[src/design/kb_pkg.sv]
`default_nettype none

package kb_pkg;

    typedef logic [31:0]  word_t;    // md5 message or state word
    typedef logic [127:0] digest_t;  // digest, cipher key, tag, plaintext
    typedef logic [447:0] kb_t;      // key block candidate
    typedef logic [3:0]   waddr_t;   // message buffer address

    typedef enum logic [2:0] {
        S_IDLE,
        S_LOAD,
        S_HASH,
        S_DECRYPT,
        S_REPORT
    } ctrl_state_t;

    // A, B, C, D start values
    localparam word_t MD5_IV [4] = '{32'h67452301, 32'hefcdab89, 32'h98badcfe, 32'h10325476};

    localparam word_t MD5_K [64] = '{
        32'hd76aa478, 32'he8c7b756, 32'h242070db, 32'hc1bdceee,
        32'hf57c0faf, 32'h4787c62a, 32'ha8304613, 32'hfd469501,
        32'h698098d8, 32'h8b44f7af, 32'hffff5bb1, 32'h895cd7be,
        32'h6b901122, 32'hfd987193, 32'ha679438e, 32'h49b40821,
        32'hf61e2562, 32'hc040b340, 32'h265e5a51, 32'he9b6c7aa,
        32'hd62f105d, 32'h02441453, 32'hd8a1e681, 32'he7d3fbc8,
        32'h21e1cde6, 32'hc33707d6, 32'hf4d50d87, 32'h455a14ed,
        32'ha9e3e905, 32'hfcefa3f8, 32'h676f02d9, 32'h8d2a4c8a,
        32'hfffa3942, 32'h8771f681, 32'h6d9d6122, 32'hfde5380c,
        32'ha4beea44, 32'h4bdecfa9, 32'hf6bb4b60, 32'hbebfbc70,
        32'h289b7ec6, 32'heaa127fa, 32'hd4ef3085, 32'h04881d05,
        32'hd9d4d039, 32'he6db99e5, 32'h1fa27cf8, 32'hc4ac5665,
        32'hf4292244, 32'h432aff97, 32'hab9423a7, 32'hfc93a039,
        32'h655b59c3, 32'h8f0ccc92, 32'hffeff47d, 32'h85845dd1,
        32'h6fa87e4f, 32'hfe2ce6e0, 32'ha3014314, 32'h4e0811a1,
        32'hf7537e82, 32'hbd3af235, 32'h2ad7d2bb, 32'heb86d391
    };

    localparam word_t XTEA_DELTA = 32'h9e3779b9;

    localparam word_t PAD_WORD14 = 32'h0000_0000;  // no length field
    localparam word_t PAD_WORD15 = 32'h8000_0000;  // trailing one bit

    function automatic word_t md5_k(input logic [5:0] i);
        return MD5_K[i];
    endfunction

    // rotate amount, four per round, cycled by step
    function automatic logic [4:0] md5_s(input logic [5:0] i);
        logic [4:0] s;
        case ({i[5:4], i[1:0]})
            4'h0: s = 5'd7;   4'h1: s = 5'd12;  4'h2: s = 5'd17;  4'h3: s = 5'd22;
            4'h4: s = 5'd5;   4'h5: s = 5'd9;   4'h6: s = 5'd14;  4'h7: s = 5'd20;
            4'h8: s = 5'd4;   4'h9: s = 5'd11;  4'ha: s = 5'd16;  4'hb: s = 5'd23;
            4'hc: s = 5'd6;   4'hd: s = 5'd10;  4'he: s = 5'd15;  default: s = 5'd21;
        endcase
        return s;
    endfunction

endpackage

`default_nettype wire

[src/design/kb_check_top.sv]
`timescale 1ns/1ps
`default_nettype none

module kb_check_top #(
    parameter int XTEA_CYCLES = 32
) (
    input  wire logic            clk,
    input  wire logic            rst,
    input  wire logic            stall,
    input  wire logic            start,
    input  wire kb_pkg::digest_t in_buf,
    input  wire kb_pkg::kb_t     kb,
    output kb_pkg::digest_t      key,
    output logic                 valid,
    output logic                 done
);
    import kb_pkg::*;

    logic    write;
    waddr_t  waddr;
    word_t   wdata;
    logic    go_hash;
    logic    hash_done;
    digest_t digest;
    logic    go_dec;
    logic    dec_done;
    digest_t ct;
    digest_t pt;

    key_check_ctrl ctrl_i (
        .clk       (clk),
        .rst       (rst),
        .stall     (stall),
        .start     (start),
        .in_buf    (in_buf),
        .kb        (kb),
        .digest    (digest),
        .hash_done (hash_done),
        .pt        (pt),
        .dec_done  (dec_done),
        .write     (write),
        .go_hash   (go_hash),
        .go_dec    (go_dec),
        .waddr     (waddr),
        .wdata     (wdata),
        .ct        (ct),
        .key       (key),
        .valid     (valid),
        .done      (done)
    );

    md5_core md5_i (
        .clk       (clk),
        .rst       (rst),
        .stall     (stall),
        .write     (write),
        .waddr     (waddr),
        .wdata     (wdata),
        .go        (go_hash),
        .digest    (digest),
        .hash_done (hash_done)
    );

    // digest goes straight in as the cipher key
    xtea_dec #(
        .XTEA_CYCLES (XTEA_CYCLES)
    ) xtea_i (
        .clk      (clk),
        .rst      (rst),
        .stall    (stall),
        .go       (go_dec),
        .ct       (ct),
        .dkey     (digest),
        .pt       (pt),
        .dec_done (dec_done)
    );

endmodule

`default_nettype wire

[src/design/key_check_ctrl.sv]
`timescale 1ns/1ps
`default_nettype none

module key_check_ctrl (
    input  wire logic            clk,
    input  wire logic            rst,
    input  wire logic            stall,
    input  wire logic            start,
    input  wire kb_pkg::digest_t in_buf,
    input  wire kb_pkg::kb_t     kb,
    input  wire kb_pkg::digest_t digest,
    input  wire logic            hash_done,
    input  wire kb_pkg::digest_t pt,
    input  wire logic            dec_done,
    output logic                 write,
    output logic                 go_hash,
    output logic                 go_dec,
    output kb_pkg::waddr_t       waddr,
    output kb_pkg::word_t        wdata,
    output kb_pkg::digest_t      ct,
    output kb_pkg::digest_t      key,
    output logic                 valid,
    output logic                 done
);
    import kb_pkg::*;

    ctrl_state_t state;
    logic [4:0]  cnt;       // word counter, bit 4 marks end of load
    kb_t         kb_q;      // candidate held for the whole check
    digest_t     hash_q;
    logic        match;

    // padded block, streamed one word per load cycle
    assign write = (state == S_LOAD) && !cnt[4];
    assign waddr = cnt[3:0];

    always_comb begin
        if (cnt[3:0] == 4'd14) begin
            wdata = PAD_WORD14;
        end else if (cnt[3:0] == 4'd15) begin
            wdata = PAD_WORD15;
        end else begin
            wdata = kb_q[32*cnt[3:0] +: 32];
        end
    end

    assign go_dec = (state == S_HASH) && hash_done;  // same cycle as hash_done
    assign match  = (pt == hash_q);

    always_ff @(posedge clk) begin
        if (rst) begin
            state   <= S_IDLE;
            cnt     <= '0;
            go_hash <= 1'b0;
            valid   <= 1'b0;
            done    <= 1'b0;
            key     <= '0;
        end else if (!stall) begin
            done <= 1'b0;
            case (state)
                S_IDLE: begin
                    if (start) begin
                        valid <= 1'b0;
                        key   <= '0;
                        cnt   <= '0;
                        state <= S_LOAD;
                    end
                end
                S_LOAD: begin
                    if (cnt[4]) begin
                        go_hash <= 1'b1;  // all 16 words written
                        state   <= S_HASH;
                    end else begin
                        cnt <= cnt + 5'd1;
                    end
                end
                S_HASH: begin
                    go_hash <= 1'b0;
                    if (hash_done) begin
                        state <= S_DECRYPT;
                    end
                end
                S_DECRYPT: begin
                    if (dec_done) begin
                        state <= S_REPORT;
                    end
                end
                S_REPORT: begin
                    valid <= match;
                    key   <= match ? hash_q : '0;
                    done  <= 1'b1;
                    state <= S_IDLE;
                end
                default: state <= S_IDLE;
            endcase
        end
    end

    // payload latches
    always_ff @(posedge clk) begin
        if (!stall) begin
            if (state == S_IDLE && start) begin
                ct   <= in_buf;
                kb_q <= kb;
            end
            if (go_dec) begin
                hash_q <= digest;
            end
        end
    end

    a_done_pulse: assert property (@(posedge clk) disable iff (rst)
        done && !stall |=> !done)
        else $error("key_check_ctrl: done held longer than one cycle");

    a_go_after_load: assert property (@(posedge clk) disable iff (rst)
        !(go_hash && write))
        else $error("key_check_ctrl: hash started during message load");

endmodule

`default_nettype wire

[src/design/md5_core.sv]
`timescale 1ns/1ps
`default_nettype none

module md5_core (
    input  wire logic           clk,
    input  wire logic           rst,
    input  wire logic           stall,
    input  wire logic           write,
    input  wire kb_pkg::waddr_t waddr,
    input  wire kb_pkg::word_t  wdata,
    input  wire logic           go,
    output kb_pkg::digest_t     digest,
    output logic                hash_done
);
    import kb_pkg::*;

    word_t msg [16];        // message block buffer

    word_t a_q;
    word_t b_q;
    word_t c_q;
    word_t d_q;

    logic [5:0] step;       // current md5 step 0..63
    logic       busy;       // steps in progress
    logic       fin;        // final IV addition pending

    word_t      f;          // round function result
    waddr_t     g;          // message word index
    word_t      temp;
    word_t      rot;
    logic [4:0] s;

    // message buffer, written word by word by the controller
    always_ff @(posedge clk) begin
        if (write && !stall) begin
            msg[waddr] <= wdata;
        end
    end

    // round function and message schedule for this step
    always_comb begin
        case (step[5:4])
            2'd0: begin
                f = (b_q & c_q) | (~b_q & d_q);
                g = step[3:0];
            end
            2'd1: begin
                f = (d_q & b_q) | (~d_q & c_q);
                g = 4'(step[3:0] * 4'd5 + 4'd1);
            end
            2'd2: begin
                f = b_q ^ c_q ^ d_q;
                g = 4'(step[3:0] * 4'd3 + 4'd5);
            end
            default: begin
                f = c_q ^ (b_q | ~d_q);
                g = 4'(step[3:0] * 4'd7);
            end
        endcase
        s    = md5_s(step);
        temp = a_q + f + md5_k(step) + msg[g];
        rot  = (temp << s) | (temp >> (6'd32 - {1'b0, s}));  // rotate left by s
    end

    // control: go, 64 steps, IV addition
    always_ff @(posedge clk) begin
        if (rst) begin
            step      <= '0;
            busy      <= 1'b0;
            fin       <= 1'b0;
            hash_done <= 1'b0;
        end else if (!stall) begin
            hash_done <= 1'b0;
            if (go) begin
                step <= '0;
                busy <= 1'b1;
            end else if (busy) begin
                step <= step + 6'd1;
                if (step == 6'd63) begin
                    busy <= 1'b0;
                    fin  <= 1'b1;
                end
            end else if (fin) begin
                fin       <= 1'b0;
                hash_done <= 1'b1;  // digest valid from here
            end
        end
    end

    // working state, no reset needed
    always_ff @(posedge clk) begin
        if (!stall) begin
            if (go) begin
                a_q <= MD5_IV[0];
                b_q <= MD5_IV[1];
                c_q <= MD5_IV[2];
                d_q <= MD5_IV[3];
            end else if (busy) begin
                a_q <= d_q;
                b_q <= b_q + rot;
                c_q <= b_q;
                d_q <= c_q;
            end else if (fin) begin
                a_q <= a_q + MD5_IV[0];
                b_q <= b_q + MD5_IV[1];
                c_q <= c_q + MD5_IV[2];
                d_q <= d_q + MD5_IV[3];
            end
        end
    end

    assign digest = {d_q, c_q, b_q, a_q};  // word 0 is A

    // a new block must not start on top of a running one
    a_go_idle: assert property (@(posedge clk) disable iff (rst)
        go |-> !busy && !fin)
        else $error("md5_core: go while compression running");

endmodule

`default_nettype wire

[src/design/xtea_dec.sv]
`timescale 1ns/1ps
`default_nettype none

module xtea_dec #(
    parameter int XTEA_CYCLES = 32
) (
    input  wire logic            clk,
    input  wire logic            rst,
    input  wire logic            stall,
    input  wire logic            go,
    input  wire kb_pkg::digest_t ct,
    input  wire kb_pkg::digest_t dkey,
    output kb_pkg::digest_t      pt,
    output logic                 dec_done
);
    import kb_pkg::*;

    localparam word_t SUM_INIT = XTEA_DELTA * XTEA_CYCLES;

    digest_t     key_q;      // key words k0..k3 from low to high
    word_t       sum;        // shared by both lanes
    logic [63:0] lane0;      // {v1, v0} of tag bits 63:0
    logic [63:0] lane1;      // {v1, v0} of tag bits 127:64
    logic [6:0]  cnt;
    logic        busy;

    function automatic word_t mix(input word_t v);
        return ((v << 4) ^ (v >> 5)) + v;
    endfunction

    // one full decryption cycle, both half rounds
    function automatic logic [63:0] dec_cycle(input logic [63:0] v, input word_t sm,
                                              input digest_t k);
        word_t v0;
        word_t v1;
        word_t sm2;
        v0  = v[31:0];
        v1  = v[63:32];
        v1  = v1 - (mix(v0) ^ (sm + k[32*sm[12:11] +: 32]));
        sm2 = sm - XTEA_DELTA;
        v0  = v0 - (mix(v1) ^ (sm2 + k[32*sm2[1:0] +: 32]));
        return {v1, v0};
    endfunction

    always_ff @(posedge clk) begin
        if (rst) begin
            cnt      <= '0;
            busy     <= 1'b0;
            dec_done <= 1'b0;
        end else if (!stall) begin
            dec_done <= 1'b0;
            if (go) begin
                cnt  <= '0;
                busy <= 1'b1;
            end else if (busy) begin
                cnt <= cnt + 7'd1;
                if (cnt == 7'(XTEA_CYCLES - 1)) begin
                    busy     <= 1'b0;
                    dec_done <= 1'b1;  // lands with the last cycle
                end
            end
        end
    end

    // datapath registers
    always_ff @(posedge clk) begin
        if (!stall) begin
            if (go) begin
                key_q <= dkey;
                sum   <= SUM_INIT;
                lane0 <= ct[63:0];
                lane1 <= ct[127:64];
            end else if (busy) begin
                lane0 <= dec_cycle(lane0, sum, key_q);
                lane1 <= dec_cycle(lane1, sum, key_q);
                sum   <= sum - XTEA_DELTA;
            end
        end
    end

    assign pt = {lane1, lane0};

    a_done_count: assert property (@(posedge clk) disable iff (rst)
        dec_done |-> cnt == 7'(XTEA_CYCLES))
        else $error("xtea_dec: done before all cycles ran");

endmodule

`default_nettype wire

[config.mk]
export PLATFORM = sky130hd
export DESIGN_NAME = kb_check_top
export DESIGN_NICKNAME = d
export VERILOG_FILES = /design/src/design/kb_pkg.sv /design/src/design/kb_check_top.sv /design/src/design/key_check_ctrl.sv /design/src/design/md5_core.sv /design/src/design/xtea_dec.sv
export SDC_FILE = /design/constraint.sdc
export NUM_CORES = 2
export LEC_CHECK = 0
export ABC_AREA = 1
export BUFFER_PORTS_ARGS = -buffer_cell sky130_fd_sc_hd__buf_4
export CAP_MARGIN = 5
export CORE_MARGIN = 10
export CORE_UTILIZATION = 45
export CTS_CLUSTER_SIZE = 12
export DETAILED_ROUTE_END_ITERATION = 8
export PLACE_DENSITY = 0.66
export SETUP_SLACK_MARGIN = 0.3
export SKIP_CTS_REPAIR_TIMING = 1
export SYNTH_ARGS = -nofsm -noshare
export SYNTH_HDL_FRONTEND = slang
export SYNTH_HIERARCHICAL = 1
export SYNTH_SLANG_ARGS = --single-unit
[constraint.sdc]
create_clock -name clk -period 24.7 [get_ports clk]
set_input_delay 4.94 -clock clk [delete_from_list [all_inputs] [get_ports clk]]
set_output_delay 4.94 -clock clk [all_outputs]
set_load 0.02 [all_outputs]
* After elaboration in Yosys (flattened, before gate mapping)
Memory sizes are Yosys's and may differ from the RTL's. A register that Yosys moved wholly into a read port is not among the register bits.
Index checks and enable logic that the tools add are counted.
** Cells by class
- Multiplexer cells :: 57
- Bitwise logic cells :: 24
- Eq/ne operators :: 17
- Multiply operators :: 3
- Shift-type cells :: 5
- $lt $le $gt $ge :: 1
- Reductions and logical operators :: 25
- $add $sub $neg :: 25
** Operators by type and width (count)
- $shiftx A448 B10 Y32 :: 1
- $mux W32 :: 13
- $add A32 B32 Y32 :: 10
- $mux W128 :: 2
- $mux W64 :: 4
- $pmux W128 S2 :: 1
- $shiftx A128 B8 Y32 :: 2
- $xor A32 B32 Y32 :: 7
- $and A32 B32 Y32 :: 4
- $eq A128 B128 Y1 :: 1
- $or A32 B32 Y32 :: 4
- $sub A32 B32 Y32 :: 4
- $xor A32 B27 Y32 :: 4
- $pmux W32 S3 :: 1
- $add A32 B32 Y32 const B :: 2
- $not A32 Y32 :: 2
- $add A32 B29 Y32 const B :: 1
- $add A32 B31 Y32 const B :: 1
- $shl A32 B5 Y32 :: 1
- $shr A32 B6 Y32 :: 1
- $sub A32 B32 Y32 const B :: 1
- $mux W1 :: 19
- $mux W7 :: 2
- $mux W3 :: 4
- other kinds (38) :: 65
** Word-level totals
- Memory bits (writable) :: 512
- Bits in read-only memories :: 2128
- Register bits :: 1149
- Output and inout port bits :: 130
- Memories :: 3
- Logic and storage cells :: 184
** Memory list
- (name not given) :: words 64, bits a word 32, rd ports 1, clocked after memory_dff 0, write ports 0, RTL line kb_pkg.sv:46 : return MD5_K[i];
- md5_i.msg :: words 16, bits a word 32, rd ports 1, clocked after memory_dff 0, write ports 1, RTL line md5_core.sv:17 : word_t msg [16];
- (name not given) :: words 16, bits a word 5, rd ports 1, clocked after memory_dff 1, write ports 0, RTL line kb_pkg.sv:52 : case ({i[5:4], i[1:0]})

* Longest topological paths before layout
- Depth after elaboration :: 11
- Gate-level depth with buffers :: 61

* By module
Netlist, hierarchy kept.
** By module, submodules not included
- md5_core :: cells an instance 4962, area an instance 41921.5 µm², sequential area each 19498.7 µm², instances 1
- key_check_ctrl :: cells an instance 2600, area an instance 32281.0 µm², sequential area each 23922.9 µm², instances 1
- xtea_dec :: cells an instance 4253, area an instance 31865.6 µm², sequential area each 8828.5 µm², instances 1

* Worst setup path before layout
Ideal clock, no wire load.
- Path type :: input port to flip-flop
- From :: in start
- To :: reg ctrl_i.cnt[2]
- Setup time :: 0.075 ns
- Arrival :: 18.381 ns
- Setup slack :: 6.244 ns
- Stages on the path :: 8
- Cells stage by stage :: inv_1 -> nor3_1 -> nand2_1 -> inv_1 -> nor2_1 -> o21ai_0 -> nand3_1 -> a31oi_1
** On the way
- Longest elaborated chain between the ends :: 2
** Ends and longest elaborated chain
- from (decl) :: RTL line kb_check_top.sv:10 : input wire logic start,
- $ne A2 B2 Y1 (no line)
- $reduce_and A4 Y1 (no line)
- to (signal assigned) :: RTL line key_check_ctrl.sv:74 : cnt <= cnt + 5'd1;
- to (decl) :: RTL line key_check_ctrl.sv:28 : logic [4:0] cnt;
No other way between the ends.
A chain may end at the register's enable or synchronous reset.

* Worst setup path in the final report
- From :: reg md5_i.step[5]
- To :: reg md5_i.b_q[26], data pin
** On the way
- Longest elaborated chain between the ends :: 10
** Ends and longest elaborated chain
- from (decl) :: RTL line md5_core.sv:24 : logic [5:0] step;
- from (signal assigned) :: RTL line md5_core.sv:79 : step <= step + 6'd1;
- parallel branches: the longest is 5 deep, another holds $add A32 B32 Y32
- $add A32 B32 Y32 (*) :: RTL line md5_core.sv:62 : temp = a_q + f + md5_k(step) + msg[g];
- $shr A32 B6 Y32 / $shl A32 B5 Y32 (equally long branches) :: RTL line md5_core.sv:63 : rot = (temp << s) | (temp >> (6'd32 - {1'b0, s}));
- $or A32 B32 Y32 (*) :: RTL line md5_core.sv:63
- $add A32 B32 Y32 (*) :: RTL line md5_core.sv:101 : b_q <= b_q + rot;
- $mux W32 (*) :: RTL line md5_core.sv:99 : end else if (busy) begin
- to (signal assigned) :: RTL line md5_core.sv:96 : b_q <= MD5_IV[1];
- to (signal assigned) :: RTL line md5_core.sv:101
- to (signal assigned) :: RTL line md5_core.sv:106 : b_q <= b_q + MD5_IV[1];
- to (decl) :: RTL line md5_core.sv:20 : word_t b_q;
Mark *: on every way between the ends. The select of a mux whose other input is x is not followed.

==> impl_results.md <==
- Status: finished, final reports clean
- Hold Vio Cnt, Final: 0
- Routed len/inst: 29.8 µm
- Buf+Inv Stages, Crit Path: 7
- Vias per cell: 5.97
- Post-synthesis sequential area ratio: 49.3%
- Hold Crit Class: reg -> reg
- Routability cong.: 1.05
- Row count: 178
- Slew @ Worst Pin: 1.33 ns
- Power Total: 0.00970 W
- Final period utilization: 46.7%
- Clock power frac: 29.8%
- Max-Slew Margin vs Limit: 11.0%
- Worst hold path cell count: 2
- Port Buffer Count: 709
- Seq pwr share: 38.6%
- CTS tree: done
- EDFF count, synth: 1632
- Psw: 0.00355 W
- CP peak stage delay: 0.90 ns
- Synth cell count leaders: nand2_1 (2229), edfxtp_1 (1632), inv_1 (1153), nor2_1 (1135), a21oi_1 (991)
- HPWL after DPL: 361000 µm
- Most frequent cell after synthesis: nand2_1
- Die Footprint: 256000 µm²
- Worst Min Path Start: ctrl_i/key[116]
- Worst skew pair latency: 0.90 ns
- I/O pin total: 710
- Cell count after synthesis: 11800
- Number of global-route vias before repair: 89900
- Fin Setup TNS: 0 ns
- Leak: 49.3 nW
- Routed Antenna Nets: 0
- Distinct cell type count after synthesis: 79
- Initial Util: 45.1%
- Yosys warnings: 6
- Min Tclk post-route: 11.52 ns
- Flops & latches, synth: 1794
- Pint: 0.00615 W
- Initial antenna violation count: 51
- Primary FF master, synth: edfxtp_1
- H-tree Lvls: 4
- RSZ-0062 raised after global routing: false
- Layout Skew: 0.0971 ns
- Maximum vdd drop: 72.7 µV
- Nets: 13500
- Startpoint Class: register
- Syn_area_per_cell: 8.98 µm²
- Cell area power density: 79.9 nW/µm²
- Worst Path Arrival: 12.10 ns
- Vias: 94200
- Kind of critical path: reg -> reg
- Drt first pass iters: 8
- Setup slack after layout: 13.18 ns
- Critical Path RT: 25.28 ns
- Die H: 505 µm
- Area share of the largest cell type after synthesis: 46.2%
- Synth area leader: edfxtp_1
- Total grt overflow: 0
- 1st-iter DRT viols: 11600
- Core ar.: 235000 µm²
- Area growth syn-to-layout: 14.5%
- Worst path most repeated cell: nand3_1
- Largest net degree at the start of global routing: 181
- First-pass GRT wire length: 656000 µm
- Worst setup EP type: register
- Slowest cell on crit path: buf_4
- FF-to-FF setup slack: 13.18 ns
- Comb power frac: 31.5%
- Worst R2R End: md5_i/b_q[26]
- Synthesized Nets: 12900
- Post-Syn Area: 106000 µm²
- Final slew viol count: 0
- Filler cell count: 21700
- CTS root buffer: clkbuf_16
- TritonCTS buffer count: 196
- Total Routing Usage GR: 35.1%
- CTS Buffer Depth: 3
- TritonCTS Sinks: 1794
- Pre-CTS setup slack: 13.37 ns
- WHS Endpoint: ctrl_i/key[116]
- DIE WIDTH: 505 µm
- WL final: 470000 µm
- CP max FO: 167
- Cell family with most CP delay: simple AND/OR/NAND/NOR gates
- Post-synth ARST share: 0%
- Synth top area cells: edfxtp_1 (46%), nand2_1 (7.9%), ha_1 (5.0%)
- Final setup fails: 0
- Worst r2r src: md5_i/step[5]
- R2r worst-path depth: 47
- Fmax: 86.8 MHz
- Sw Ratio: 36.6%
- Share of layout cells above drive strength 1: 11.8%
- # DRC: 0
- Max cap viols: 0
- Clk slew on worst S/H paths: 0.06 ns
## power groups by stage
stage          Combinational (W)  Clock (W)  Sequential, W
3_3_place_gp             0.00299          0        0.00380
6_report                 0.00306    0.00289        0.00375
2_1_floorplan            0.00198          0        0.00379
4_1_cts                  0.00301    0.00293        0.00374
5_1_grt                  0.00336    0.00305        0.00376
3_5_place_dp             0.00299          0        0.00380
## cells by family (layout without fill, tap and decap cells)
family,count (synthesis),count (layout),synth area share [%]
DFF,1794,1794,49.3
AOI/OAI and AO/OA,2757,2757,15.4
other,0,40,0
and+or+nand+nor,4501,4501,17.8
xor gates and xnor gates,585,585,4.92
buffers and inverters,1682,2436,6.17
adders and majority gates,496,496,6.38
## placed cells by master (no fill, tap or decap), types with 69 or more instances in the layout
cell | Yosys | final
xor2_1 | 362 | 362
a31oi_1 | 109 | 109
inv_1 | 1153 | 1144
o21ai_0 | 753 | 753
buf_4 | 22 | 894
edfxtp_1 | 1632 | 1632
or2_2 | 69 | 69
o311ai_0 | 128 | 128
o22ai_1 | 156 | 156
o211ai_1 | 206 | 206
nand4_1 | 69 | 69
ha_1 | 421 | 421
nand3_1 | 682 | 682
xnor2_1 | 211 | 205
a21oi_1 | 991 | 991
nor2_1 | 1135 | 1115
fa_1 | 75 | 75
dfxtp_1 | 162 | 155
nand2_1 | 2229 | 2226
clkbuf_16 | 0 | 198
nor3_1 | 137 | 130
## cell type report
class / instances / area, µm² / share of cell area (%)
multi-input combinational: 8339 / 47600 / 39.2
sequential: 1794 / 52300 / 43.0
timing repair buffer: 898 / 6780 / 5.59
antenna: 40 / 100 / 0.0824
inverter: 1183 / 4470 / 3.68
clock buffer: 264 / 5300 / 4.37
tap: 3150 / 3940 / 3.25
clock inverter: 91 / 1000 / 0.823
## worst reg2reg max path: cells and delay by family, from the launching register on
kind            cells  cell delay (ns)
flops               1             0.71
buf+inv             7             2.34
simple gates       26             3.66
compound gates     10             3.15
fa+ha+maj           4             1.35
## state kept, by name, summed over array words and instances (netlist names), 6 cells and up
register / flops
md5_i/msg: 512
ctrl_i/kb_q: 448
ctrl_i/ct: 128
ctrl_i/hash_q: 128
ctrl_i/key: 128
xtea_i/key_q: 128
xtea_i/lane0: 64
xtea_i/lane1: 64
md5_i/a_q: 32
md5_i/b_q: 32
md5_i/c_q: 32
md5_i/d_q: 32
xtea_i/sum: 32
xtea_i/cnt: 7
md5_i/step: 6
## metal layers
layer  vias up  routed length, µm  track usage [%]
met1     45600             177000             42.6
met5         -                 90                0
met2      5086             217000             56.8
li1      42400                  -                -
met4        14              38800             24.4
met3      1066              36500             5.89
## stage by stage
step,utilization (%),hold slack [ns],instance area (µm²),std cells
2_1_floorplan,-,0.436,106000,11800
3_3_place_gp,49.0,0.455,115000,15400
3_5_place_dp,49.0,0.456,115000,15400
4_1_cts,51.6,0.466,121000,15700
5_1_grt,51.7,0.488,121000,15800
6_report,51.7,0.466,121000,15800
## how the worst max path moves through the flow
stage,startpoint,endpoint,cells after the start
detailed placement,md5_i/step[5],md5_i/b_q[26],47
global route,md5_i/step[5],md5_i/b_q[26],46
global placement,md5_i/step[5],md5_i/b_q[26],47
finish,md5_i/step[5],md5_i/b_q[26],47
CTS,md5_i/step[5],md5_i/b_q[26],47
floorplan,start,ctrl_i/cnt[2],8
Note: power is estimated with default switching activity, not from simulation.
